===== config.mk =====
export PLATFORM = sky130hd
export DESIGN_NAME = rtc_top
export DESIGN_NICKNAME = d
export VERILOG_FILES = /design/src/verilog/rtc_pkg.sv /design/src/verilog/edge_sync.sv /design/src/verilog/event_capture.sv /design/src/verilog/rtc_counter.sv /design/src/verilog/rtc_regs.sv /design/src/verilog/rtc_top.sv
export VERILOG_INCLUDE_DIRS = /design/src /design/src/verilog
export SDC_FILE = /design/constraint.sdc
export NUM_CORES = 1
export LEC_CHECK = 0
export BUFFER_PORTS_ARGS = -buffer_cell sky130_fd_sc_hd__buf_2
export CAP_MARGIN = 20
export CORE_UTILIZATION = 35
export CTS_CLUSTER_SIZE = 24
export DETAILED_ROUTE_END_ITERATION = 7
export GPL_ROUTABILITY_DRIVEN = 0
export PLACE_DENSITY_LB_ADDON = 0.12
export SYNTH_ARGS = -nofsm -noshare
export SYNTH_HDL_FRONTEND = slang
export SYNTH_SLANG_ARGS = --single-unit
export TNS_END_PERCENT = 100

===== constraint.sdc =====
create_clock -name clk -period 3.15 [get_ports clk]
set_input_delay 0.315 -clock clk [delete_from_list [all_inputs] [get_ports clk]]
set_output_delay 0.315 -clock clk [all_outputs]
set_load 0.005 [all_outputs]

===== src/verilog/rtc_params.svh =====
// ------------------------------
// Clock and register constants for the RTC subsystem
// Included by the package and by RTL that needs timing values
// ------------------------------
`ifndef RTC_PARAMS_SVH
`define RTC_PARAMS_SVH

// Core clock in Hz
`define RTC_CLK_FREQ_HZ 125000000

// Nanoseconds added per clock cycle
`define RTC_NS_STEP (1000000000 / `RTC_CLK_FREQ_HZ)

// Last ns value before the second rolls over
`define RTC_NS_MAX (1000000000 - `RTC_NS_STEP)

// Flops in each pin synchronizer
`define RTC_SYNC_STAGES 2

`define RTC_ADDR_W 4

`endif


===== src/verilog/rtc_pkg.sv =====
// ------------------------------
// Shared types for the RTC subsystem
// Time of day, counter control and the register map
// ------------------------------
`include "rtc_params.svh"

package rtc_pkg;

    // Time of day as seconds and nanoseconds
    typedef struct packed {
        logic [31:0] sec;
        logic [31:0] ns;
    } rtc_time_t;

    // Register bank to counter
    typedef struct packed {
        logic      pps_mode;
        rtc_time_t set_time;
        logic      timeset;
        logic      timeget;
    } rtc_ctrl_t;

    // Register map
    typedef enum logic [`RTC_ADDR_W-1:0] {
        CTRL       = 0,
        SET_SEC    = 1,
        SET_NS     = 2,
        CMD        = 3,
        STAT_SEC   = 4,
        STAT_NS    = 5,
        EVT_SEC    = 6,
        EVT_NS     = 7,
        EVT_STATUS = 8
    } reg_addr_e;

endpackage


===== src/verilog/edge_sync.sv =====
// ------------------------------
// Pin synchronizer with rising-edge detect
// One instance per asynchronous input pin
// ------------------------------
`timescale 1ns/1ps
`include "rtc_params.svh"

module edge_sync #(
    parameter int STAGES = `RTC_SYNC_STAGES
) (
    input  logic clk,
    input  logic rst,
    input  logic async_in,
    output logic pulse
);

    logic [STAGES-1:0] sync_q;
    logic              hist_q;

    // Pulse rises STAGES + 1 edges after the pin goes high
    always_ff @(posedge clk) begin
        if (rst) begin
            sync_q <= '0;
            hist_q <= 1'b0;
            pulse  <= 1'b0;
        end else begin
            sync_q[0] <= async_in;
            for (int i = 1; i < STAGES; i++) begin
                sync_q[i] <= sync_q[i-1];
            end
            hist_q <= sync_q[STAGES-1];
            pulse  <= sync_q[STAGES-1] & ~hist_q;
        end
    end

    // One pin edge gives exactly one cycle of pulse
    assert property (@(posedge clk) disable iff (rst) pulse |=> !pulse)
        else $error("edge_sync: pulse high for two cycles");

endmodule


===== src/verilog/event_capture.sv =====
// ------------------------------
// Timestamps an external event
// First event latches the time, later ones set overflow
// Status read clears both flags
// ------------------------------
`timescale 1ns/1ps

module event_capture
    import rtc_pkg::*;
(
    input  logic      clk,
    input  logic      rst,
    input  logic      evt_pulse,
    input  logic      evt_clear,
    input  rtc_time_t rtc_time,
    output rtc_time_t evt_time,
    output logic      evt_valid,
    output logic      evt_overflow
);

    logic slot_busy;

    // A clear in the same cycle frees the slot for a new event
    assign slot_busy = evt_valid & ~evt_clear;

    always_ff @(posedge clk) begin
        if (rst) begin
            evt_time     <= '0;
            evt_valid    <= 1'b0;
            evt_overflow <= 1'b0;
        end else if (evt_pulse) begin
            if (slot_busy) begin
                // Keep the first timestamp
                evt_overflow <= 1'b1;
            end else begin
                evt_time     <= rtc_time;
                evt_valid    <= 1'b1;
                evt_overflow <= 1'b0;
            end
        end else if (evt_clear) begin
            evt_valid    <= 1'b0;
            evt_overflow <= 1'b0;
        end
    end

    // Overflow only makes sense on top of a held timestamp
    assert property (@(posedge clk) disable iff (rst) evt_overflow |-> evt_valid)
        else $error("event_capture: overflow without valid");

endmodule


===== src/verilog/rtc_counter.sv =====
// ------------------------------
// Time-of-day counter, seconds and nanoseconds
// Normal mode rolls ns each second, PPS mode follows the pin
// Loads on timeset and snapshots on timeget
// ------------------------------
`timescale 1ns/1ps
`include "rtc_params.svh"

module rtc_counter
    import rtc_pkg::*;
(
    input  logic      clk,
    input  logic      rst,
    input  rtc_ctrl_t rtc_ctrl,
    input  logic      pps_pulse,
    output rtc_time_t rtc_time,
    output rtc_time_t stat_time,
    output logic      pps_out
);

    localparam logic [31:0] NS_STEP = 32'(`RTC_NS_STEP);
    localparam logic [31:0] NS_MAX  = 32'(`RTC_NS_MAX);

    rtc_time_t time_d;
    logic      roll;

    // Second boundary source
    always_comb begin
        if (rtc_ctrl.pps_mode) begin
            roll = pps_pulse;
        end else begin
            roll = (rtc_time.ns >= NS_MAX);
        end
    end

    // Next time, set value wins over counting
    always_comb begin
        if (rtc_ctrl.timeset) begin
            time_d = rtc_ctrl.set_time;
        end else if (roll) begin
            time_d.sec = rtc_time.sec + 32'd1;
            time_d.ns  = '0;
        end else begin
            time_d.sec = rtc_time.sec;
            time_d.ns  = rtc_time.ns + NS_STEP;
        end
    end

    always_ff @(posedge clk) begin
        if (rst) begin
            rtc_time <= '0;
            pps_out  <= 1'b0;
        end else begin
            rtc_time <= time_d;
            // No PPS when software loads the time
            pps_out  <= roll & ~rtc_ctrl.timeset;
        end
    end

    // Snapshot holds the time from the previous edge
    always_ff @(posedge clk) begin
        if (rst) begin
            stat_time <= '0;
        end else if (rtc_ctrl.timeget) begin
            stat_time <= rtc_time;
        end
    end

    // In normal mode ns stays in range once a load or mode change has settled
    assert property (@(posedge clk) disable iff (rst)
        (!rtc_ctrl.pps_mode && !$past(rtc_ctrl.pps_mode) && !$past(rtc_ctrl.timeset))
        |-> (rtc_time.ns <= NS_MAX))
        else $error("rtc_counter: ns %0d beyond rollover point", rtc_time.ns);

endmodule


===== src/verilog/rtc_regs.sv =====
// ------------------------------
// Register bank for the RTC
// Decodes write and read strobes into control and command pulses
// Read data is registered one cycle after the strobe
// ------------------------------
`timescale 1ns/1ps

module rtc_regs
    import rtc_pkg::*;
(
    input  logic        clk,
    input  logic        rst,
    input  logic        reg_wr,
    input  logic        reg_rd,
    input  reg_addr_e   reg_addr,
    input  logic [31:0] reg_wdata,
    output logic [31:0] reg_rdata,
    input  rtc_time_t   stat_time,
    input  rtc_time_t   evt_time,
    input  logic        evt_valid,
    input  logic        evt_overflow,
    output rtc_ctrl_t   rtc_ctrl,
    output logic        evt_clear
);

    logic [31:0] rdata_d;

    // Mode, pending set time and command pulses
    always_ff @(posedge clk) begin
        if (rst) begin
            rtc_ctrl <= '0;
        end else begin
            // Commands are single-cycle
            rtc_ctrl.timeset <= 1'b0;
            rtc_ctrl.timeget <= 1'b0;
            if (reg_wr) begin
                case (reg_addr)
                    CTRL: begin
                        rtc_ctrl.pps_mode <= reg_wdata[0];
                    end
                    SET_SEC: begin
                        rtc_ctrl.set_time.sec <= reg_wdata;
                    end
                    SET_NS: begin
                        rtc_ctrl.set_time.ns <= reg_wdata;
                    end
                    CMD: begin
                        rtc_ctrl.timeset <= reg_wdata[0];
                        rtc_ctrl.timeget <= reg_wdata[1];
                    end
                    default: begin
                        // Status and snapshot registers are read-only
                    end
                endcase
            end
        end
    end

    // Read multiplexer
    always_comb begin
        case (reg_addr)
            CTRL:       rdata_d = {31'd0, rtc_ctrl.pps_mode};
            SET_SEC:    rdata_d = rtc_ctrl.set_time.sec;
            SET_NS:     rdata_d = rtc_ctrl.set_time.ns;
            STAT_SEC:   rdata_d = stat_time.sec;
            STAT_NS:    rdata_d = stat_time.ns;
            EVT_SEC:    rdata_d = evt_time.sec;
            EVT_NS:     rdata_d = evt_time.ns;
            EVT_STATUS: rdata_d = {30'd0, evt_overflow, evt_valid};
            default:    rdata_d = '0;
        endcase
    end

    // Read data holds between reads
    always_ff @(posedge clk) begin
        if (rst) begin
            reg_rdata <= '0;
        end else if (reg_rd) begin
            reg_rdata <= rdata_d;
        end
    end

    // Status read clears the event flags on the following edge
    always_ff @(posedge clk) begin
        if (rst) begin
            evt_clear <= 1'b0;
        end else begin
            evt_clear <= reg_rd && (reg_addr == EVT_STATUS);
        end
    end

    // Host issues one access at a time
    assert property (@(posedge clk) disable iff (rst) !(reg_wr && reg_rd))
        else $error("rtc_regs: write and read strobes together");

endmodule


===== src/verilog/rtc_top.sv =====
// ------------------------------
// Top level of the RTC subsystem
// Register bank, pin synchronizers, counter and event capture
// ------------------------------
`timescale 1ns/1ps

module rtc_top
    import rtc_pkg::*;
(
    input  logic        clk,
    input  logic        rst,
    input  logic        reg_wr,
    input  logic        reg_rd,
    input  reg_addr_e   reg_addr,
    input  logic [31:0] reg_wdata,
    output logic [31:0] reg_rdata,
    input  logic        pps_in,
    input  logic        evt_in,
    output logic        pps_out,
    output rtc_time_t   rtc_time
);

    rtc_ctrl_t rtc_ctrl;
    rtc_time_t stat_time;
    rtc_time_t evt_time;
    logic      pps_pulse;
    logic      evt_pulse;
    logic      evt_valid;
    logic      evt_overflow;
    logic      evt_clear;

    rtc_regs i_rtc_regs (
        .clk          (clk),
        .rst          (rst),
        .reg_wr       (reg_wr),
        .reg_rd       (reg_rd),
        .reg_addr     (reg_addr),
        .reg_wdata    (reg_wdata),
        .reg_rdata    (reg_rdata),
        .stat_time    (stat_time),
        .evt_time     (evt_time),
        .evt_valid    (evt_valid),
        .evt_overflow (evt_overflow),
        .rtc_ctrl     (rtc_ctrl),
        .evt_clear    (evt_clear)
    );

    edge_sync i_pps_sync (
        .clk      (clk),
        .rst      (rst),
        .async_in (pps_in),
        .pulse    (pps_pulse)
    );

    edge_sync i_evt_sync (
        .clk      (clk),
        .rst      (rst),
        .async_in (evt_in),
        .pulse    (evt_pulse)
    );

    rtc_counter i_rtc_counter (
        .clk       (clk),
        .rst       (rst),
        .rtc_ctrl  (rtc_ctrl),
        .pps_pulse (pps_pulse),
        .rtc_time  (rtc_time),
        .stat_time (stat_time),
        .pps_out   (pps_out)
    );

    event_capture i_event_capture (
        .clk          (clk),
        .rst          (rst),
        .evt_pulse    (evt_pulse),
        .evt_clear    (evt_clear),
        .rtc_time     (rtc_time),
        .evt_time     (evt_time),
        .evt_valid    (evt_valid),
        .evt_overflow (evt_overflow)
    );

endmodule

---- Word level (Yosys, flattened, before mapping) ----
Index checks and enable logic that the tools add are counted.
Widths: inputs -> output; s select.
cells by class
  $add $sub $neg .......................... 2
  magnitude comparators ................... 1
  equality and inequality tests ........... 9
  mux-type cells .......................... 9
  bitwise gates (word level) .............. 11
  reduce and logical (&&, ||, !) cells .... 10
operators with widths
  cell                   number
  $pmux 32 s8            1
  $mux 64                2
  $add 32x1->32 const B  1
  $add 32x4->32 const B  1
  $ge 32x30->1 const B   1
  $eq 4x3->1 const B     4
  $reduce_and 2->1       5
  $eq 4x2->1 const B     2
  $not 1->1              7
  $mux 1                 6
  $and 1x1->1            4
  $eq 4x1->1 const B     1
  $eq 4x4->1 const B     1
  $logic_not 4->1        1
  $reduce_bool 2->1      2
  $reduce_or 3->1        1
  $ne 2x2->1 const B     1
  $logic_and 1x1->1      1
storage, ports and cells
  register bits after elaboration ......... 303
  input bits .............................. 42
  output and inout port bits .............. 97
  logic and storage cells ................. 64

---- Depth between registers and ports, before layout ----
Gate-level depths: netlist (run 1).
  word-level depth ........................ 4
  gate-level depth with buffers ........... 9
  gate-level depth less buffers ........... 7

---- Hierarchy ----
From an unflattened synthesis (run 1), not the netlist that was laid out.
unflattened totals
  cell total of the unflattened synthesis .. 1627
  area, all modules ....................... 14455.1 um^2
modules (own cells, without submodules)
  module         times used  cells an instance  area an instance (um^2)  seq. area each (um^2)
  rtc_counter    1           675                5972.0                   2582.5
  rtc_regs       1           651                5257.5                   2001.9
  event_capture  1           285                3002.9                   1321.3
  edge_sync      2           8                  111.4                    80.1

---- Worst setup path before layout (run 1) ----
Ideal clock, no wire load.
  kind .................................... register to register
  from .................................... reg i_rtc_counter.rtc_time[20] (netlist name)
  to ...................................... reg i_rtc_counter.rtc_time[47] (netlist name)
  library setup time ...................... 0.127 ns
  arrival time ............................ 2.305 ns
  data required time ...................... 3.023 ns
  path slack .............................. 0.718 ns
  stages on the path, launching flop included .. 9
  buffers on the path ..................... 2
  period minus slack after synthesis ...... 2.432 ns
  path through ............................ dfxtp_1 -> nand2_2 -> or4_1 -> a311o_1 -> buf_6 -> buf_8 -> a2111oi_2 -> xnor2_1 -> o21ai_1
between the ends
  longest elaborated chain between the ends .. 3
RTL lines
  element                             RTL line           text
  $ge 32x30->1                        rtc_counter.sv:32  roll = (rtc_time.ns >= NS_MAX);
  $mux 1                              rtc_counter.sv:29  if (rtc_ctrl.pps_mode) begin
  $reduce_bool 2->1 (no source line)  --
Every way passes these cells.
A chain may end at the register's enable or synchronous reset.

---- Worst setup path after layout (run 1) ----
  from .................................... reg i_rtc_counter.rtc_time[6] (netlist name)
  to ...................................... reg i_rtc_counter.rtc_time[52] (netlist name)
between the ends
  longest elaborated chain between the ends .. 3
RTL lines
  element                             RTL line
  $ge 32x30->1                        rtc_counter.sv:32
  $mux 1                              rtc_counter.sv:29
  $reduce_bool 2->1 (no source line)  --
Every way passes these cells.

==> out/results.txt, run 1 <==
outcome -> finished clean
vias in the first global route -> 11700
post-synthesis sequential area ratio -> 0.470
post-synth top area share -> 0.470
grt total ovfl -> 0
post-synthesis async set-or-reset flop share -> 0
CTS Buffer Depth -> 3
met2 routed WL -> 23000 µm
type of the most critical hold path -> in2reg
Synth Cell Area -> 12900 µm²
number of synthesized flops with an enable pin -> 0
crit start category -> flop
DR pass1 iterations -> 6
Slew headroom -> 0.382
Worst EP arrival -> 3250 ps
CTS root buffer -> clkbuf_16
CP endpoint kind -> flop
met1 wire length -> 21000 µm
commonest non-fill, non-tap cell in the layout -> nand2_1
via count -> 11900
Storage cell area -> 6070 µm²
Clock Sinks -> 303
ranking of synthesized cells by area -> dfxtp_1, nand2_1, a21oi_1, a22oi_1, mux2i_1
width of the die -> 194 µm
clock latency on the worst-skew pair -> 520 ps
Fill cells -> 3657
Pleak -> 5.30 nW
Routed Antenna Nets -> 0
Fmax -> 354 MHz
Slew Limit Fails -> 0
CP required -> 3580 ps
Main synth FF type -> dfxtp_1
die area -> 37600 µm²
dpl hpwl -> 31400 µm
CTS HTree Levels -> 2
die span in y -> 194 µm
most frequent cells in the layout -> nand2_1, dfxtp_1, a21oi_1
peak supply drop -> 0.492 mV
Area Growth Syn to Fin -> 19.4%
footprint of the multi-input gates -> 6310 µm²
Yosys reg bits -> 303
clk_skew -> 14.5 ps
Post-Syn Area per Cell -> 8.27 µm²
Yosys warnings -> 0
final setup margin -> 326 ps
TNS Setup -> 0 ps
max-cap viol count -> 0
WL per Instance -> 22.5 µm
DRT iter0 DRCs -> 841
cts bufs inserted -> 37
PortBufs -> 138
Placement Setup Slack -> 429 ps
Worst Tran Pin Value -> 927 ps
count of different cell masters after synthesis -> 59
Tmin final -> 2820 ps
Post-Synthesis Cells -> 1560
Top Layer Used -> met4
share of layout cells above drive strength 1 -> 0.165
Clock transition at path regs -> 60 ps
Post-Layout Inst Area -> 15400 µm²
ANT cells -> 0
All-Layer GR Usage -> 0.254
Final period util -> 0.897
Nets -> 1707
first-pass GRT wire length -> 72800 µm
Final Setup Violations -> 0
RSZ-0062 raised after global routing -> no
Non-Filler Instances -> 2146
Initial Util -> 0.359
routed wl met3 -> 2600 µm
CP max FO -> 13
final hold slack -> 22.4 ps
I/O Pins -> 139
largest net degree at the start of global routing -> 199
core box area -> 35900 µm²
DR vias/cell -> 5.55
CTS tree -> built
Placed Area -> 14200 µm²
Synthesized Nets -> 1604
Residual DRC -> 0
setup bufs post-CTS -> 0
Final Hold Viols -> 0
post-synth top area cell -> dfxtp_1
total wire length -> 48200 µm
Site Rows -> 69
post-placement cell count -> 2084
initial antenna violation count -> 0
critical path class -> reg2reg
PostCTS Resize Cnt -> 0
Pwr per Cell Area -> 548 nW/µm²
==> power by group <==
part / internal [mW] / total, mW / switching (mW)
clock network: 2.58 / 4.24 / 1.65
logic: 0.0843 / 0.320 / 0.235
registers: 3.86 / 3.89 / 0.0350
==> worst max-delay path, stage by stage, from the launching register on <==
cell and delay [ps]:
dfxtp_1 460, and4_1 330, nand4_1 180, a311o_1 540, buf_4 290, a2111oi_0 580, nor3_1 100, nor4_1 250
==> metal layers <==
metal,vias to the layer above,track usage
met5,-,0
met4,0,0.101
met3,85,0.0336
met2,423,0.435
met1,5766,0.321
li1,5636,-
==> cell families after synthesis <==
group | synth area share
xor+xnor | 0.0278
flops | 0.470
buf+inv | 0.0435
compound gates | 0.203
simple gates | 0.200
mux | 0.0535
fa+ha+maj | 0.00194
==> layout make-up <==
class                      instances  area share
timing repair buffer             188      0.0764
inverter                          18     0.00439
clock buffer                      53      0.0718
clock inverter                     8     0.00609
sequential                       303       0.394
multi-input combinational       1115       0.410
tap                              461      0.0374
==> metrics by stage <==
stage,power [mW],util
CTS,8.52,0.429
global route,8.69,0.429
floorplan,4.13,-
finish,8.45,0.429
detailed placement,4.29,0.395
global placement,4.29,0.395
==> state kept, by name, indices dropped and copies added, names as in the netlist <==
| register | count |
|---|---|
| i_pps_sync.pulse | 1 |
| i_rtc_regs.rtc_ctrl | 67 |
| i_rtc_counter.pps_out | 1 |
| i_evt_sync.hist_q | 1 |
| i_event_capture.evt_overflow | 1 |
| i_evt_sync.pulse | 1 |
| i_pps_sync.hist_q | 1 |
| i_pps_sync.sync_q | 2 |
| i_rtc_counter.rtc_time | 64 |
| i_rtc_counter.stat_time | 64 |
| i_rtc_regs.reg_rdata | 32 |
| i_evt_sync.sync_q | 2 |
| i_event_capture.evt_time | 64 |
| i_rtc_regs.evt_clear | 1 |
| i_event_capture.evt_valid | 1 |
==> synth_stat cells (all sizes together) (22+ instances only) <==
library cell / n
o21ai: 28
a22oi: 106
dfxtp: 303
nor3: 23
xnor2: 22
nand2: 330
clkbuf: 109
mux2i: 69
a31oi: 32
nand3: 30
nor2: 150
a21oi: 174
==> worst paths after layout <==
path	start	to	slack, ps	cells after the start
setup / recovery	i_rtc_counter.rtc_time[6]	i_rtc_counter.rtc_time[52]	330	7
hold / removal	pps_in	i_pps_sync.sync_q[0]	20	2
setup reg to reg	i_rtc_counter.rtc_time[6]	i_rtc_counter.rtc_time[52]	330	7
hold reg to reg	i_pps_sync.hist_q	i_pps_sync.pulse	380	1
==> repair_timing <==
| action | 4_1_cts | 5_1_grt |
|---|---|---|
| hold endpoints to repair | 1 | 0 |
| hold buffers | 1 | 0 |
| endpoints found under the setup margin | 0 | 0 |
No activity file was read; power rests on OpenSTA's default activity.
==> run 2, diff against run 1 <==
clock period = 3.1 ns   (was 3.15 ns; I/O delays follow)
==> run 2 against run 1 <==
Power is 4.6% higher. Register-to-register slack worse by 120 ps. Critical endpoint is now i_rtc_counter.rtc_time[50]. Non-clock buffer count decreased by 1. Critical path depth stayed put. Sequential power increased by 2%.
==> out/results.txt, run 2 (synthesis gave the netlist of run 1 again) <==
Util after Layout -> 0.431
Final period util -> 0.935
RSZ-0062 raised after global routing -> no
final hold slack -> 49.1 ps
die span in y -> 194 µm
Final Setup Violations -> 0
vias in the first global route -> 11500
first-pass GRT wire length -> 72700 µm
Worst EP arrival -> 3310 ps
Worst Tran Pin Value -> 936 ps
All-Layer GR Usage -> 0.252
setup bufs post-CTS -> 0
largest net degree at the start of global routing -> 88
critical path class -> reg2reg
cts bufs inserted -> 37
Final Hold Viols -> 0
max-cap viol count -> 0
Biggest register -> i_rtc_regs.rtc_ctrl
DR pass1 iterations -> 5
width of the die -> 194 µm
ANT cells -> 0
PortBufs -> 138
Area Growth Syn to Fin -> 19.9%
Fmax -> 345 MHz
Residual DRC -> 0
Initial Util -> 0.359
CTS Buffer Depth -> 3
Tmin final -> 2900 ps
CTS HTree Levels -> 2
I/O Pins -> 139
Clock transition at path regs -> 60 ps
TNS Setup -> 0 ps
max reg flops -> 67
dpl hpwl -> 31300 µm
hold_buf cts -> 2
Site Rows -> 69
type of the most critical hold path -> in2reg
Clock Sinks -> 303
grt total ovfl -> 0
Nets -> 1706
crit start category -> flop
commonest non-fill, non-tap cell in the layout -> nand2_1
clock latency on the worst-skew pair -> 520 ps
initial antenna violation count -> 0
DR vias/cell -> 5.50
outcome -> finished clean
clk_skew -> 21.4 ps
WL per Instance -> 22.4 µm
share of layout cells above drive strength 1 -> 0.163
CP endpoint kind -> flop
CP max FO -> 12
most frequent cells in the layout -> nand2_1, dfxtp_1, a21oi_1
Pwr per Cell Area -> 571 nW/µm²
die area -> 37600 µm²
CP required -> 3510 ps
Routed Antenna Nets -> 0
Slew Limit Fails -> 0
via count -> 11800
total wire length -> 48300 µm
CTS tree -> built
core box area -> 35900 µm²
DRT iter0 DRCs -> 844
Slew headroom -> 0.376
peak supply drop -> 0.327 mV
CTS root buffer -> clkbuf_16
PostCTS Resize Cnt -> 0
Pleak -> 5.31 nW
[run 2: cell types whose count changed in the layout (fill, tap and decap cells not counted), sizes merged, moves of 2 or more]
cell | previous run | this run
clkbuf | 54 | 58
clkinv | 6 | 4
bufinv | 2 | 4
buf | 186 | 184
[run 2: critical path, cell delays in order, from the launching register on]
cell and delay (ps):
dfxtp_1 440, and4_1 330, nand4_1 160, a311o_1 660
buf_4 350, a211oi_1 520, nand4_1 140, and3_1 190
[run 2: through the flow]
stage	instances	cell area [µm²]	total power [mW]	setup slack, ps
after global placement	2082	14200	4.36	268
after CTS	2151	15500	8.90	216
final	2151	15500	8.83	202
after detailed placement	2082	14200	4.36	224
after floorplan	1560	12900	4.19	668
after global routing	2151	15500	9.07	90.3
[run 2: cell type report]
class	count	area, µm²
fillers	3663	20400
multi-input cells	1115	6310
flip-flops and latches	303	6070
repair buffers	187	1160
clock buffers	57	1120
well taps	461	577
clock inverters	10	163
inverters	18	67.6
[run 2: where the power goes]
part	switching (mW)	leakage [nW]	internal, mW	total (mW)
Clock	1.72	0.629	2.84	4.55
Combinational	0.241	2.24	0.0842	0.325
Sequential	0.0336	2.44	3.92	3.95
Total	1.99	5.31	6.84	8.83
[run 2: worst paths after layout]
| kind | from | end | slack [ps] | cells past startpoint |
|---|---|---|---|---|
| worst max-delay path | i_rtc_counter.rtc_time[6] | i_rtc_counter.rtc_time[50] | 200 | 7 |
| worst min-delay path | reg_wdata[6] | i_rtc_regs.rtc_ctrl[8] | 50 | 3 |
| worst max register to register | i_rtc_counter.rtc_time[6] | i_rtc_counter.rtc_time[50] | 200 | 7 |
| worst min register to register | i_evt_sync.hist_q | i_evt_sync.pulse | 380 | 1 |
[run 2: metal layers]
layer / GRT usage / vias up / share of wire
met5: 0 / - / 0
met4: 0.0750 / 0 / 0.026
met3: 0.0282 / 73 / 0.049
met2: 0.433 / 372 / 0.48
met1: 0.331 / 5759 / 0.44
li1: - / 5630 / -
==> run 3, diff against run 2 <==
CELL_PAD_IN_SITES_DETAIL_PLACEMENT = 2   (was default)
CELL_PAD_IN_SITES_GLOBAL_PLACEMENT = 2   (was default)
RECOVER_POWER = 50   (was default)
==> run 3 against run 2 <==
Final area decreased by 1.6%. Critical path type unchanged. Register-to-register slack improved by 30 ps. Clock skew shrank 4.2 ps. Highest routed layer unchanged. First-iteration DRC count fell by 28%. Wire length grew 13%. Core utilization fell by 0.67 points. The flow now finishes with violations (capacitance limit, slew limit). Maximum frequency is 1.0% higher. Hold slack lost 19 ps.
==> out/results.txt, run 3 (synthesis gave the netlist of run 1 again) <==
commonest non-fill, non-tap cell in the layout -> nand2_1
CTS Buffer Depth -> 3
Psw -> 1.99 mW
type of the most critical hold path -> in2reg
critical path class -> reg2reg
Clk pwr share -> 0.489
Worst EP arrival -> 3210 ps
first-pass GRT wire length -> 83800 µm
Biggest register -> i_rtc_regs.rtc_ctrl
Site Rows -> 69
ANT cells -> 0
CTS tree -> built
Non-Filler Instances -> 2157
width of the die -> 194 µm
register share of total power -> 0.471
Tmin final -> 2870 ps
Clock transition at path regs -> 60 ps
PnR Total Power -> 8.39 mW
worst-path cell chain -> buf_4 > mux2i_1 > nor2_1
DRT iter0 DRCs -> 607
Worst Tran Pin Value -> 2240 ps
WL per Instance -> 25.4 µm
Pwr per Cell Area -> 551 nW/µm²
Placed Area -> 14300 µm²
Storage cell area -> 6070 µm²
CP required -> 3440 ps
crit start category -> flop
Slew Limit Fails -> 175
Fill cells -> 4090
setup bufs post-CTS -> 0
max reg flops -> 67
Slew headroom -> -0.495
share of layout cells above drive strength 1 -> 0.135
cts bufs inserted -> 37
RSZ-0062 raised after global routing -> no
All-Layer GR Usage -> 0.291
grt total ovfl -> 0
Post-Layout Inst Area -> 15200 µm²
DR vias/cell -> 5.75
die span in y -> 194 µm
clk_skew -> 17.2 ps
slowest library cell on the worst path -> dfxtp_1
CP max FO -> 29
initial antenna violation count -> 0
via count -> 12400
vias in the first global route -> 13500
Sw Ratio -> 0.237
Residual DRC -> 0
core box area -> 35900 µm²
largest net degree at the start of global routing -> 127
Comb power frac -> 0.040
DR pass1 iterations -> 7
outcome -> finished, violations left
PostCTS Resize Cnt -> 0
clock latency on the worst-skew pair -> 530 ps
Initial Util -> 0.359
Final period util -> 0.925
Fmax -> 349 MHz
dpl hpwl -> 36300 µm
footprint of the multi-input gates -> 6310 µm²
total wire length -> 54700 µm
CP endpoint kind -> flop
final setup margin -> 231 ps
failing checks -> capacitance limit, slew limit
most frequent cells in the layout -> nand2_1, dfxtp_1, a21oi_1
I/O Pins -> 139
Routed Antenna Nets -> 0
internal power -> 6.41 mW
Final Hold Viols -> 0
Placement Setup Slack -> 294 ps
CTS root buffer -> clkbuf_16
CTS HTree Levels -> 2
Final Setup Violations -> 0
peak supply drop -> 0.318 mV
Crit path largest cell delay -> 1820 ps
hold_buf cts -> 2
TNS Setup -> 0 ps
max-cap viol count -> 3
PortBufs -> 138
Clock Sinks -> 303
Area Growth Syn to Fin -> 18.0%
Nets -> 1721
die area -> 37600 µm²
post-placement cell count -> 2097
Pleak -> 5.06 nW
-- run 3: cell types whose count changed in the layout (fill, tap and decap cells not counted), sizes merged --
cell	change
buf	-42
clkinv	+2
inv	-2
clkinvlp	-1
clkbuf	+53
bufinv	-4
-- run 3: metrics by stage --
stage                util  hold slack (ps)
finish              0.424             30.3
CTS                 0.428             17.0
floorplan               -              367
global route        0.424             37.3
detailed placement  0.397              382
global placement    0.397              374
-- run 3: critical path: cells and delay by family (launching register included) --
| family | cells | cell delay [ps] |
|---|---|---|
| simple gates | 1 | 50 |
| flops | 1 | 1820 |
| mux | 1 | 220 |
| buf+inv | 1 | 520 |
-- run 3: path summary, 6_finish.rpt --
kind	start	to	slack, ps	depth (start not counted)
max	i_rtc_regs.rtc_ctrl[0]	i_rtc_counter.stat_time[37]	230	3
min	reg_wdata[1]	i_rtc_regs.rtc_ctrl[0]	30	2
max reg2reg	i_rtc_regs.rtc_ctrl[0]	i_rtc_counter.stat_time[37]	230	3
min reg2reg	i_evt_sync.hist_q	i_evt_sync.pulse	380	1
-- run 3: metal layers --
layer,vias up,global-route usage,part of all wire
li1,5660,-,-
met2,274,0.527,0.50
met5,-,0,0
met3,111,0.0337,0.036
met1,6355,0.349,0.43
met4,0,0.113,0.036
-- run 3: layout make-up --
| class | count | area share |
|---|---|---|
| clock buffer | 53 | 0.0713 |
| sequential | 303 | 0.398 |
| multi-input combinational | 1115 | 0.414 |
| inverter | 18 | 0.00443 |
| timing repair buffer | 202 | 0.0724 |
| tap | 461 | 0.0379 |
| clock inverter | 5 | 0.00164 |
-- run 3: power groups by stage --
stage	Combinational (mW)	Sequential, mW	Clock [mW]
after global routing	0.353	3.96	4.34
after floorplan	0.167	4.03	0
after global placement	0.328	4.04	0
after CTS	0.339	3.95	4.19
final	0.333	3.95	4.11
after detailed placement	0.334	4.04	0
